[config.mk]
export PLATFORM = sky130hd
export DESIGN_NAME = encap_top
export DESIGN_NICKNAME = d
export VERILOG_FILES = /design/src/rtl/encap_pkg.sv /design/src/rtl/stream_slice.sv /design/src/rtl/error_store.sv /design/src/rtl/syndrome_encoder.sv /design/src/rtl/hash_framer.sv /design/src/rtl/key_store.sv /design/src/rtl/encap_top.sv
export SDC_FILE = /design/constraint.sdc
export NUM_CORES = 1
export LEC_CHECK = 0
export ABC_CLOCK_PERIOD_IN_PS = 11100
export BUFFER_PORTS_ARGS = -buffer_cell sky130_fd_sc_hd__buf_2
export CELL_PAD_IN_SITES_DETAIL_PLACEMENT = 1
export CELL_PAD_IN_SITES_GLOBAL_PLACEMENT = 2
export CORE_MARGIN = 2
export CORE_UTILIZATION = 45
export CTS_CLUSTER_DIAMETER = 150
export DETAILED_ROUTE_END_ITERATION = 6
export GPL_ROUTABILITY_DRIVEN = 1
export PLACE_DENSITY = 0.85
export SYNTH_ARGS = -nofsm -noshare
export SYNTH_HDL_FRONTEND = slang
export SYNTH_HIERARCHICAL = 1
export SYNTH_SLANG_ARGS = --single-unit
[constraint.sdc]
create_clock -name clk -period 11.1 [get_ports clk]
set_input_delay 1.11 -clock clk [delete_from_list [all_inputs] [get_ports clk]]
set_output_delay 1.11 -clock clk [all_outputs]
set_load 0.01 [all_outputs]
[src/rtl/encap_pkg.sv]
package encap_pkg;

   // toy code dimensions
   localparam int N_BITS    = 128;
   localparam int SYND_BITS = 32;
   localparam int N_COLS    = N_BITS - SYND_BITS;

   // stream lengths in 32-bit words
   localparam int E_WORDS   = 4;
   localparam int MSG_WORDS = 6;
   localparam int K_WORDS   = 8;

   // SHAKE256 with 256 output bits requested
   localparam logic [31:0] SHAKE_FIRST_IN = 32'h4000_0100;
   // last block flag with 168 bits in the block
   localparam logic [31:0] SHAKE_LAST_IN  = 32'h8000_00A8;

   localparam logic [7:0] DOMAIN_K = 8'h01;

   typedef logic [31:0] word_t;

   typedef logic [6:0] pk_addr_t;

   // public-key column read
   typedef struct packed {
      logic     rd;
      pk_addr_t addr;
   } pk_req_t;

   typedef logic [2:0] k_addr_t;

   // session key read
   typedef struct packed {
      logic    rd;
      k_addr_t addr;
   } key_rd_t;

   // input of the K hash before framing
   typedef struct packed {
      logic [N_BITS-1:0] e;
      word_t             c0;
   } hash_msg_t;

endpackage

[src/rtl/stream_slice.sv]
`timescale 1ns/1ps

module stream_slice #(
   parameter type payload_t = logic [31:0]
) (
   input  logic     clk,
   input  logic     rst,
   input  payload_t in_data,
   input  logic     in_valid,
   output logic     in_ready,
   output payload_t out_data,
   output logic     out_valid,
   input  logic     out_ready
);

   logic load;

   // empty or draining this cycle
   assign in_ready = ~out_valid | out_ready;
   assign load     = in_valid & in_ready;

   always_ff @(posedge clk) begin
      if (rst) begin
         out_valid <= 1'b0;
      end else if (in_ready) begin
         out_valid <= in_valid;
      end
   end

   // data only moves on a transfer, so it holds while stalled
   always_ff @(posedge clk) begin
      if (load) begin
         out_data <= in_data;
      end
   end

endmodule

[src/rtl/error_store.sv]
`timescale 1ns/1ps

module error_store (
   input  logic                         clk,
   input  logic                         rst,
   input  encap_pkg::word_t             e_in,
   input  logic                         e_in_valid,
   output logic                         e_in_ready,
   input  logic                         e_release,
   output logic [encap_pkg::N_BITS-1:0] error_vec,
   output logic                         e_full
);

   logic [$clog2(encap_pkg::E_WORDS)-1:0] word_cnt;
   logic                                   take;
   logic                                   last_word;

   // closed for the whole run
   assign e_in_ready = ~e_full;
   assign take       = e_in_valid & e_in_ready;
   assign last_word  = (word_cnt == encap_pkg::E_WORDS - 1);

   always_ff @(posedge clk) begin
      if (rst) begin
         word_cnt <= '0;
         e_full   <= 1'b0;
      end else if (e_release) begin
         word_cnt <= '0;
         e_full   <= 1'b0;
      end else if (take) begin
         word_cnt <= word_cnt + 1'b1;
         if (last_word) begin
            e_full <= 1'b1;
         end
      end
   end

   // low word first, so shift in from the top
   always_ff @(posedge clk) begin
      if (take) begin
         error_vec <= {e_in, error_vec[encap_pkg::N_BITS-1:$bits(encap_pkg::word_t)]};
      end
   end

endmodule

[src/rtl/syndrome_encoder.sv]
`timescale 1ns/1ps

module syndrome_encoder (
   input  logic                         clk,
   input  logic                         rst,
   input  logic                         e_full,
   input  logic [encap_pkg::N_BITS-1:0] error_vec,
   output encap_pkg::pk_req_t           pk_req,
   input  encap_pkg::word_t             pk_col,
   output encap_pkg::word_t             c0,
   output logic                         c0_valid
);

   encap_pkg::pk_req_t   req_q;
   encap_pkg::pk_addr_t  col_idx;
   encap_pkg::word_t     acc;
   encap_pkg::word_t     acc_next;
   logic                 e_full_q;
   logic                 start;
   logic                 col_vld;
   logic                 last_col;
   logic                 last_req;

   assign pk_req = req_q;

   // one run per rising edge of e_full
   assign start    = e_full & ~e_full_q;
   assign last_req = (req_q.addr == encap_pkg::N_COLS - 1);
   assign last_col = col_vld & (col_idx == encap_pkg::N_COLS - 1);

   // column j belongs to e bit 32+j
   assign acc_next = error_vec[encap_pkg::SYND_BITS + col_idx] ? (acc ^ pk_col) : acc;

   always_ff @(posedge clk) begin
      if (rst) begin
         e_full_q <= 1'b0;
         req_q    <= '0;
         col_vld  <= 1'b0;
         c0_valid <= 1'b0;
      end else begin
         e_full_q <= e_full;
         col_vld  <= req_q.rd;
         c0_valid <= last_col;
         if (start) begin
            req_q.rd   <= 1'b1;
            req_q.addr <= '0;
         end else if (req_q.rd) begin
            if (last_req) begin
               req_q.rd <= 1'b0;
            end else begin
               req_q.addr <= req_q.addr + 1'b1;
            end
         end
      end
   end

   // column index follows the memory by one cycle
   always_ff @(posedge clk) begin
      col_idx <= req_q.addr;
   end

   // identity part seeds the accumulator
   always_ff @(posedge clk) begin
      if (start) begin
         acc <= error_vec[encap_pkg::SYND_BITS-1:0];
      end else if (col_vld) begin
         acc <= acc_next;
      end
   end

   always_ff @(posedge clk) begin
      if (last_col) begin
         c0 <= acc_next;
      end
   end

endmodule

[src/rtl/hash_framer.sv]
`timescale 1ns/1ps

module hash_framer (
   input  logic                 clk,
   input  logic                 rst,
   input  encap_pkg::hash_msg_t msg,
   input  logic                 msg_valid,
   output encap_pkg::word_t     shake_in,
   output logic                 shake_in_valid,
   input  logic                 shake_in_ready,
   output logic                 framed
);

   encap_pkg::hash_msg_t                         msg_q;
   encap_pkg::word_t                             word;
   logic [encap_pkg::MSG_WORDS*32-1:0]           msg_bytes;
   logic [$clog2(encap_pkg::MSG_WORDS+2)-1:0]    word_cnt;
   logic [$clog2(encap_pkg::MSG_WORDS+2)-1:0]    data_idx;
   logic                                         active;
   logic                                         slice_ready;
   logic                                         fire;
   logic                                         last_word;

   // domain byte first, so e and c0 land one byte up
   assign msg_bytes = {
      {(encap_pkg::MSG_WORDS*32 - 8 - $bits(encap_pkg::hash_msg_t)){1'b0}},
      msg_q.c0,
      msg_q.e,
      encap_pkg::DOMAIN_K
   };

   // two header words ahead of the data
   assign data_idx  = word_cnt - 2'd2;
   assign fire      = active & slice_ready;
   assign last_word = (word_cnt == encap_pkg::MSG_WORDS + 1);

   always_comb begin
      case (word_cnt)
         'd0:     word = encap_pkg::SHAKE_FIRST_IN;
         'd1:     word = encap_pkg::SHAKE_LAST_IN;
         default: word = msg_bytes[32*data_idx +: 32];
      endcase
   end

   always_ff @(posedge clk) begin
      if (rst) begin
         active   <= 1'b0;
         word_cnt <= '0;
         framed   <= 1'b0;
      end else begin
         framed <= fire & last_word;
         if (msg_valid) begin
            active   <= 1'b1;
            word_cnt <= '0;
         end else if (fire) begin
            word_cnt <= word_cnt + 1'b1;
            if (last_word) begin
               active <= 1'b0;
            end
         end
      end
   end

   always_ff @(posedge clk) begin
      if (msg_valid) begin
         msg_q <= msg;
      end
   end

   stream_slice #(
      .payload_t (encap_pkg::word_t)
   ) u_slice (
      .clk       (clk),
      .rst       (rst),
      .in_data   (word),
      .in_valid  (active),
      .in_ready  (slice_ready),
      .out_data  (shake_in),
      .out_valid (shake_in_valid),
      .out_ready (shake_in_ready)
   );

endmodule

[src/rtl/key_store.sv]
`timescale 1ns/1ps

module key_store (
   input  logic               clk,
   input  logic               rst,
   input  logic               framed,
   input  encap_pkg::word_t   shake_out,
   input  logic               shake_out_valid,
   output logic               shake_out_ready,
   input  encap_pkg::key_rd_t key_rd,
   output encap_pkg::word_t   k_out,
   output logic               done,
   output logic               e_release
);

   encap_pkg::word_t   key_mem [encap_pkg::K_WORDS];
   encap_pkg::k_addr_t wr_ptr;
   logic               capture;
   logic               last_word;

   assign capture   = shake_out_ready & shake_out_valid;
   assign last_word = (wr_ptr == encap_pkg::K_WORDS - 1);
   // error vector is free again once K is in
   assign e_release = done;

   always_ff @(posedge clk) begin
      if (rst) begin
         shake_out_ready <= 1'b0;
         wr_ptr          <= '0;
         done            <= 1'b0;
      end else begin
         done <= capture & last_word;
         if (framed) begin
            shake_out_ready <= 1'b1;
            wr_ptr          <= '0;
         end else if (capture) begin
            wr_ptr <= wr_ptr + 1'b1;
            if (last_word) begin
               shake_out_ready <= 1'b0;
            end
         end
      end
   end

   always_ff @(posedge clk) begin
      if (capture) begin
         key_mem[wr_ptr] <= shake_out;
      end
      if (key_rd.rd) begin
         k_out <= key_mem[key_rd.addr];
      end
   end

endmodule

[src/rtl/encap_top.sv]
`timescale 1ns/1ps

module encap_top (
   input  logic               clk,
   input  logic               rst,
   // error vector in
   input  encap_pkg::word_t   e_in,
   input  logic               e_in_valid,
   output logic               e_in_ready,
   // public-key memory
   output encap_pkg::pk_req_t pk_req,
   input  encap_pkg::word_t   pk_col,
   // SHAKE core
   output encap_pkg::word_t   shake_in,
   output logic               shake_in_valid,
   input  logic               shake_in_ready,
   input  encap_pkg::word_t   shake_out,
   input  logic               shake_out_valid,
   output logic               shake_out_ready,
   // results
   output encap_pkg::word_t   c0,
   input  encap_pkg::key_rd_t key_rd,
   output encap_pkg::word_t   k_out,
   output logic               done
);

   logic [encap_pkg::N_BITS-1:0] error_vec;
   logic                         e_full;
   logic                         e_release;
   logic                         c0_valid;
   logic                         framed;
   encap_pkg::hash_msg_t         msg;

   assign msg.e  = error_vec;
   assign msg.c0 = c0;

   error_store u_error_store (
      .clk        (clk),
      .rst        (rst),
      .e_in       (e_in),
      .e_in_valid (e_in_valid),
      .e_in_ready (e_in_ready),
      .e_release  (e_release),
      .error_vec  (error_vec),
      .e_full     (e_full)
   );

   syndrome_encoder u_syndrome_encoder (
      .clk       (clk),
      .rst       (rst),
      .e_full    (e_full),
      .error_vec (error_vec),
      .pk_req    (pk_req),
      .pk_col    (pk_col),
      .c0        (c0),
      .c0_valid  (c0_valid)
   );

   hash_framer u_hash_framer (
      .clk            (clk),
      .rst            (rst),
      .msg            (msg),
      .msg_valid      (c0_valid),
      .shake_in       (shake_in),
      .shake_in_valid (shake_in_valid),
      .shake_in_ready (shake_in_ready),
      .framed         (framed)
   );

   key_store u_key_store (
      .clk             (clk),
      .rst             (rst),
      .framed          (framed),
      .shake_out       (shake_out),
      .shake_out_valid (shake_out_valid),
      .shake_out_ready (shake_out_ready),
      .key_rd          (key_rd),
      .k_out           (k_out),
      .done            (done),
      .e_release       (e_release)
   );

endmodule

## Word-level counts from Yosys, hierarchy flattened

Memory sizes are Yosys's and may differ from the RTL's. A register that Yosys moved wholly into a read port is not among the register bits.
Cells that the tools add are included.

| word-level totals | value |
|---|---|
| register bits after elaboration | 416 |
| RAM bits | 256 |
| bits of input ports | 105 |
| output and inout bits | 108 |
| memories | 1 |

Memory list:

| memory | words | width | read ports | clocked after memory_dff | wr ports | line | RTL |
|---|---|---|---|---|---|---|---|
| u_key_store.key_mem | 8 | 32 | 1 | 1 | 1 | key_store.sv:16 | `encap_pkg::word_t key_mem [encap_pkg::K_WORDS];` |

| cells by class | value |
|---|---|
| $add $sub $neg | 6 |
| order comparisons | 1 |
| equal/unequal tests | 6 |
| shift operators | 1 |
| mux-type cells | 18 |
| bitwise logic cells | 13 |
| reduce and logical (&&, ||, !) cells | 14 |

Operators by type and width:

| cell | number |
|---|---|
| 192-bit by 9-bit indexed part select with 32-bit output | 1 |
| 32-bit 2-to-1 mux | 3 |
| 32-bit case mux with 2 select lines | 1 |
| 32-bit by 8-bit < comparator with 1-bit output (second input constant) | 1 |
| 32-bit bitwise XOR | 1 |
| 8-bit 2-to-1 mux | 2 |
| 7-bit equality test (second input constant) | 2 |
| 1-bit 2-to-1 mux | 10 |
| 2-bit nonzero test | 5 |
| 6-bit by 7-bit adder with 8-bit output (first input constant) | 1 |
| 2-bit AND reduction | 4 |
| 2-bit OR reduction | 4 |
| 7-bit by 1-bit adder with 7-bit output (second input constant) | 1 |
| 1-bit AND | 7 |
| 1-bit binary-select mux with 7-bit select | 1 |
| 7-bit 2-to-1 mux | 1 |
| 3-bit by 1-bit adder with 3-bit output (second input constant) | 2 |
| 3-bit equality test (second input constant) | 2 |
| 1-bit NOT | 4 |
| 3-bit by 1-bit equality test with 1-bit output (second input constant) | 1 |
| 3-bit zero test | 1 |
| 3-bit by 2-bit subtractor with 3-bit output (second input constant) | 1 |
| 2-bit by 1-bit adder with 2-bit output (second input constant) | 1 |
| 2-bit equality test (second input constant) | 1 |
| 1-bit OR | 1 |

## Logic depth before layout (Yosys ltp)

| logic depth | value |
|---|---|
| depth in word-level cells | 6 |
| mapped depth | 11 |
| mapped depth without buffers | 7 |

## Modules after synthesis

Netlist, hierarchy kept.

By module, submodules not included:

| module | times used | cells each | area each (um^2) |
|---|---|---|---|
| key_store | 1 | 439 | 11,031.8 |
| hash_framer | 1 | 332 | 6,416.2 |
| syndrome_encoder | 1 | 366 | 5,108.6 |
| error_store | 1 | 140 | 3,972.6 |
| stream_slice | 1 | 37 | 1,016.0 |

## Worst setup path after synthesis

OpenSTA, ideal clock, no wires.

| path | value |
|---|---|
| kind | flip-flop to flip-flop |
| start | reg u_syndrome_encoder.c0_valid |
| end | reg u_hash_framer.msg_q (netlist bit u_hash_framer/msg_bytes[100]), enable pin |
| setup time | 0.538 ns |
| data arrival time | 3.843 ns |
| data required time | 10.562 ns |
| setup slack | 6.720 ns |
| stages on the path, launching flop included | 1 |
| path buffers | 0 |
| clock period less this slack | 4.380 ns |
| cells stage by stage | dfxtp_1 |

RTL lines:

| item | line | RTL |
|---|---|---|
| start: declaration | syndrome_encoder.sv:11 | `output logic c0_valid` |
| start signal: assignment | syndrome_encoder.sv:43 | `c0_valid <= last_col;` |
| end signal: assignment | hash_framer.sv:66 | `msg_q <= msg;` |
| end: declaration | hash_framer.sv:14 | `encap_pkg::hash_msg_t msg_q;` |

No word-level cell between the ends.

## Worst setup path in the final report

| path | value |
|---|---|
| start | reg u_syndrome_encoder.col_idx[0] |
| end | reg u_syndrome_encoder.acc[30] (data pin) |

| between the ends | value |
|---|---|
| longest elaborated chain between the ends | 6 |

Ends and longest elaborated chain:

| item | line | RTL |
|---|---|---|
| start: declaration | syndrome_encoder.sv:15 | `encap_pkg::pk_addr_t col_idx;` |
| start signal: assignment | syndrome_encoder.sv:59 | `col_idx <= req_q.addr;` |
| 6-bit by 7-bit adder with 8-bit output | syndrome_encoder.sv:32 | `assign acc_next = error_vec[encap_pkg::SYND_BITS + col_idx] ? (acc ^ pk_col) : acc;` |
| 1-bit binary-select mux with 7-bit select | syndrome_encoder.sv:32 |  |
| 1-bit 2-to-1 mux (not written as such) | syndrome_encoder.sv:32 |  |
| 32-bit 2-to-1 mux | syndrome_encoder.sv:32 |  |
| via u_syndrome_encoder.acc_next[30] | syndrome_encoder.sv:17 | `encap_pkg::word_t acc_next;` |
| 32-bit 2-to-1 mux | syndrome_encoder.sv:66 | `end else if (col_vld) begin` |
| 32-bit 2-to-1 mux | syndrome_encoder.sv:64 | `if (start) begin` |
| end signal: assignment | syndrome_encoder.sv:65 | `acc <= error_vec[encap_pkg::SYND_BITS-1:0];` |
| end signal: assignment | syndrome_encoder.sv:67 | `acc <= acc_next;` |
| end: declaration | syndrome_encoder.sv:16 | `encap_pkg::word_t acc;` |

The timed path passes the listed nets, and every way through them passes these cells. The select of a mux whose other input is x is not followed.
A chain may end at the register's enable or synchronous reset.

==> results by group <==
Logic synthesis
  • Synth Area in XOR/XNOR: 1.24%
  • Dominant cells by area after synthesis: edfxtp_1 (73%), mux4_1 (4.8%), mux4_2 (4.3%)
  • Simple-Gate Fraction of Synth Area: 2.33%
  • Leading area contributor after synthesis: edfxtp_1
  • Synthesized flop and latch total: 704
  • Synth top area share: 73.3%
  • Synth Area in Compound Gates: 4.42%
  • Yosys warns: 6
  • Largest family of logic cells by synthesized area: multiplexers
  • Mux share of post-synthesis cell area: 13.7%
  • Syn Std Cell Area: 27500 µm²
  • Post-synth EDFFs: 672
  • Syn_nets: 1427
  • Post-synthesis sequential area ratio: 75.6%
  • Area share of fa/ha/maj cells after synthesis: 0.363%
  • Ys async rst share: 0%
  • Unique cell type count in the Yosys netlist: 66
  • Primary FF master, synth: edfxtp_1
  • Syn avg cell area: 21.0 µm²
  • Synthesized instance count: 1314

Cells and area
  • Fill count: 5442
  • Area of the multi-input gates: 6160 µm²
  • Post-layout util: 52.3%
  • Syn-to-layout area delta: 14.9%
  • Fin area: 31600 µm²
  • Final Net Count: 1672
  • Register area: 20800 µm²
  • Layout cells sized above 1: 32.6%
  • Diodes inserted: 0

Floorplan
  • Height of the die: 251 µm
  • DIE AREA: 63200 µm²
  • FP Rows: 90
  • Std-Cell Core Area: 60500 µm²
  • # IOs: 213
  • Initial Util: 45.6%
  • Die width: 251 µm

STA
  • Worst-Margin Slew: 1.22 ns
  • Final Hold Viols: 0
  • Setup TNS: 0 ns
  • Fmax: 258 MHz
  • Fin crit share: 35.0%
  • Worst Skew: 0.0207 ns
  • Final min period: 3.88 ns
  • Max_slew headroom: 18.7%
  • Fin. max-slew vios: 0
  • Unrepaired setup endpoints after global routing: no
  • Final setup viols: 0

Drt
  • Drt wl/cell: 26.6 µm
  • Initial DRT Pass Iterations: 5
  • Via count: 13601
  • Vias per inst: 5.67
  • Routed WL: 63700 µm
  • Residual DRC: 0
  • 1st-iter DRT viols: 1094
  • Post-DRT Antenna Nets: 0

Clocking
  • CTS tree: done
  • H-tree levels: 3
  • Clk sinks: 704
  • Clock Tree Buf Depth: 3
  • Worst-Skew Late Latency: 0.62 ns
  • # Post-CTS Setup Buffers: 0
  • CTS Buf Count: 73
  • CTS resizes: 0
  • Hold-fix buffers at CTS: 0
  • Clock transition at path regs: 0.06 ns
  • Clock root cell: clkbuf_16

Global routing
  • Vias in the first global route: 14768
  • GRT overflow: 0
  • Pin count of the biggest net entering global routing: 73
  • First-pass GRT wire length: 95100 µm
  • Initial antenna violation count: 4
  • GRT Total Usage: 20.4%

Worst hold path
  • Hold path depth: 0
  • HP Class: register to register

Run status
  • Outcome: complete, no violations

Place
  • Hpwl dp: 39200 µm
  • GPL Wtd Cong: 0.785
  • Buffers added on ports: 212
  • Area after DPL: 29400 µm²

Power and ir drop
  • Pwr/cell area: 174 nW/µm²
  • Leak pwr: 0.0106 µW
  • Max rail drop VDD: 0.000133 V

Critical path
  • R2R setup slack: 7.22 ns
  • CP Launch Type: register
  • CP Data Arrival Time: 4.24 ns
  • Worst Setup End Kind: register
  • CP Data Required Time: 11.46 ns
  • Worst R2R Path Depth: 8
  • Crit path kind: register to register
  • Crit path max fanout: 35

Flow run
  • Max-cap violations: 0
## sequential cells by signal, indices dropped and copies added, names as in the netlist, 2 cells and up
name and count:
u_key_store/key_mem 256, u_syndrome_encoder/acc 32, u_hash_framer/u_slice/out_data 32, u_error_store/word_cnt 2, u_hash_framer/msg_bytes 160, u_syndrome_encoder/col_idx 7
u_syndrome_encoder/c0 32, u_key_store/wr_ptr 3, u_hash_framer/word_cnt 3, u_error_store/error_vec 128, u_syndrome_encoder/pk_req 8, u_key_store/k_out 32
## cell usage in the layout (no fill, tap or decap), types with 8 or more instances in the layout
cell type | synthesis | layout
mux2_2 | 71 | 71
edfxtp_1 | 672 | 672
nand3_1 | 13 | 12
clkbuf_1 | 12 | 21
xor2_1 | 35 | 35
nand2_1 | 20 | 20
ha_1 | 8 | 8
inv_1 | 42 | 42
nor2_1 | 24 | 18
nor2b_1 | 8 | 8
mux2i_1 | 47 | 47
clkinv_1 | 0 | 9
a21oi_1 | 11 | 11
mux4_2 | 52 | 52
a2111oi_2 | 28 | 28
buf_2 | 21 | 211
mux4_1 | 50 | 50
nor3_1 | 11 | 8
o2bb2ai_1 | 40 | 40
clkbuf_16 | 0 | 74
buf_4 | 8 | 27
dfxtp_1 | 32 | 28
clkinv_2 | 0 | 13
## worst paths after layout
| check | startpoint | to |
|---|---|---|
| max | u_syndrome_encoder/col_idx[0] | u_syndrome_encoder/acc[30] |
| min | u_syndrome_encoder/pk_req[6] | u_syndrome_encoder/col_idx[6] |
| max reg2reg | u_syndrome_encoder/col_idx[0] | u_syndrome_encoder/acc[30] |
| min reg2reg | u_syndrome_encoder/pk_req[6] | u_syndrome_encoder/col_idx[6] |
## cells by family (layout without fill, tap and decap cells)
family	Yosys count	count (layout)
flops	704	704
mux	222	222
compound gates	117	117
simple gates	114	114
buf+inv	110	411
xor+xnor	39	39
fa+ha+maj	8	8
## worst max-delay path: stages, from the launching register on
cell       delay (ns)
dfxtp_2          0.31
buf_4            0.54
mux4_1           0.68
or4b_1           0.49
o41ai_1          0.14
or4_4            0.73
a2111oi_1        0.17
xor2_1           0.20
mux2_2           0.29
## synthesized netlist by cell type, drive strengths merged (3+ instances only)
library cell  count
dfxtp            32
o22ai             3
nor2b             9
ha                8
a21oi            12
nand3            13
xor2             35
nor2             24
clkbuf           15
a221o             3
nand2            20
a221oi            3
xnor2             4
nand3b            6
a2111oi          34
mux2i            48
mux4            102
mux2             72
nor3             11
inv              42
buf              53
a22oi             3
nand2b            7
a22o              4
a21bo             3
nand4             3
nor3b             3
edfxtp          672
a31oi             3
nand4b            4
o2bb2ai          40
## layout make-up
class                           instances  share of cell area, %
Inverter                               42                  0.498
Sequential cell                       704                   65.8
Multi-Input combinational cell        500                   19.5
Clock buffer                           95                   6.10
Timing Repair Buffer                  238                   3.98
Clock inverter                         36                   1.06
Tap cell                              782                   3.09
## through the flow
stage | cells | hold WS, ns | setup slack [ns] | total power (µW)
2_1_floorplan | 1314 | 0.411 | 6.72 | 3140
3_3_place_gp | 2266 | 0.399 | 7.30 | 3220
3_5_place_dp | 2266 | 0.410 | 7.23 | 3230
4_1_cts | 2397 | 0.422 | 7.20 | 5570
5_1_grt | 2397 | 0.436 | 7.05 | 5670
6_report | 2397 | 0.420 | 7.22 | 5510
## routing by layer
layer,GRT usage [%],wire length [µm],vias up
li1,-,-,5904
met1,25.6,25300,7102
met2,35.1,32500,464
met3,4.94,4120,123
met4,6.39,1710,8
met5,0,54,-
## report_power, final
part	switching, µW	internal (µW)
sequential	35.1	2960
combinational	102	80.7
clock	1000	1330
total	1140	4370
No activity file was read; power rests on OpenSTA's default activity.
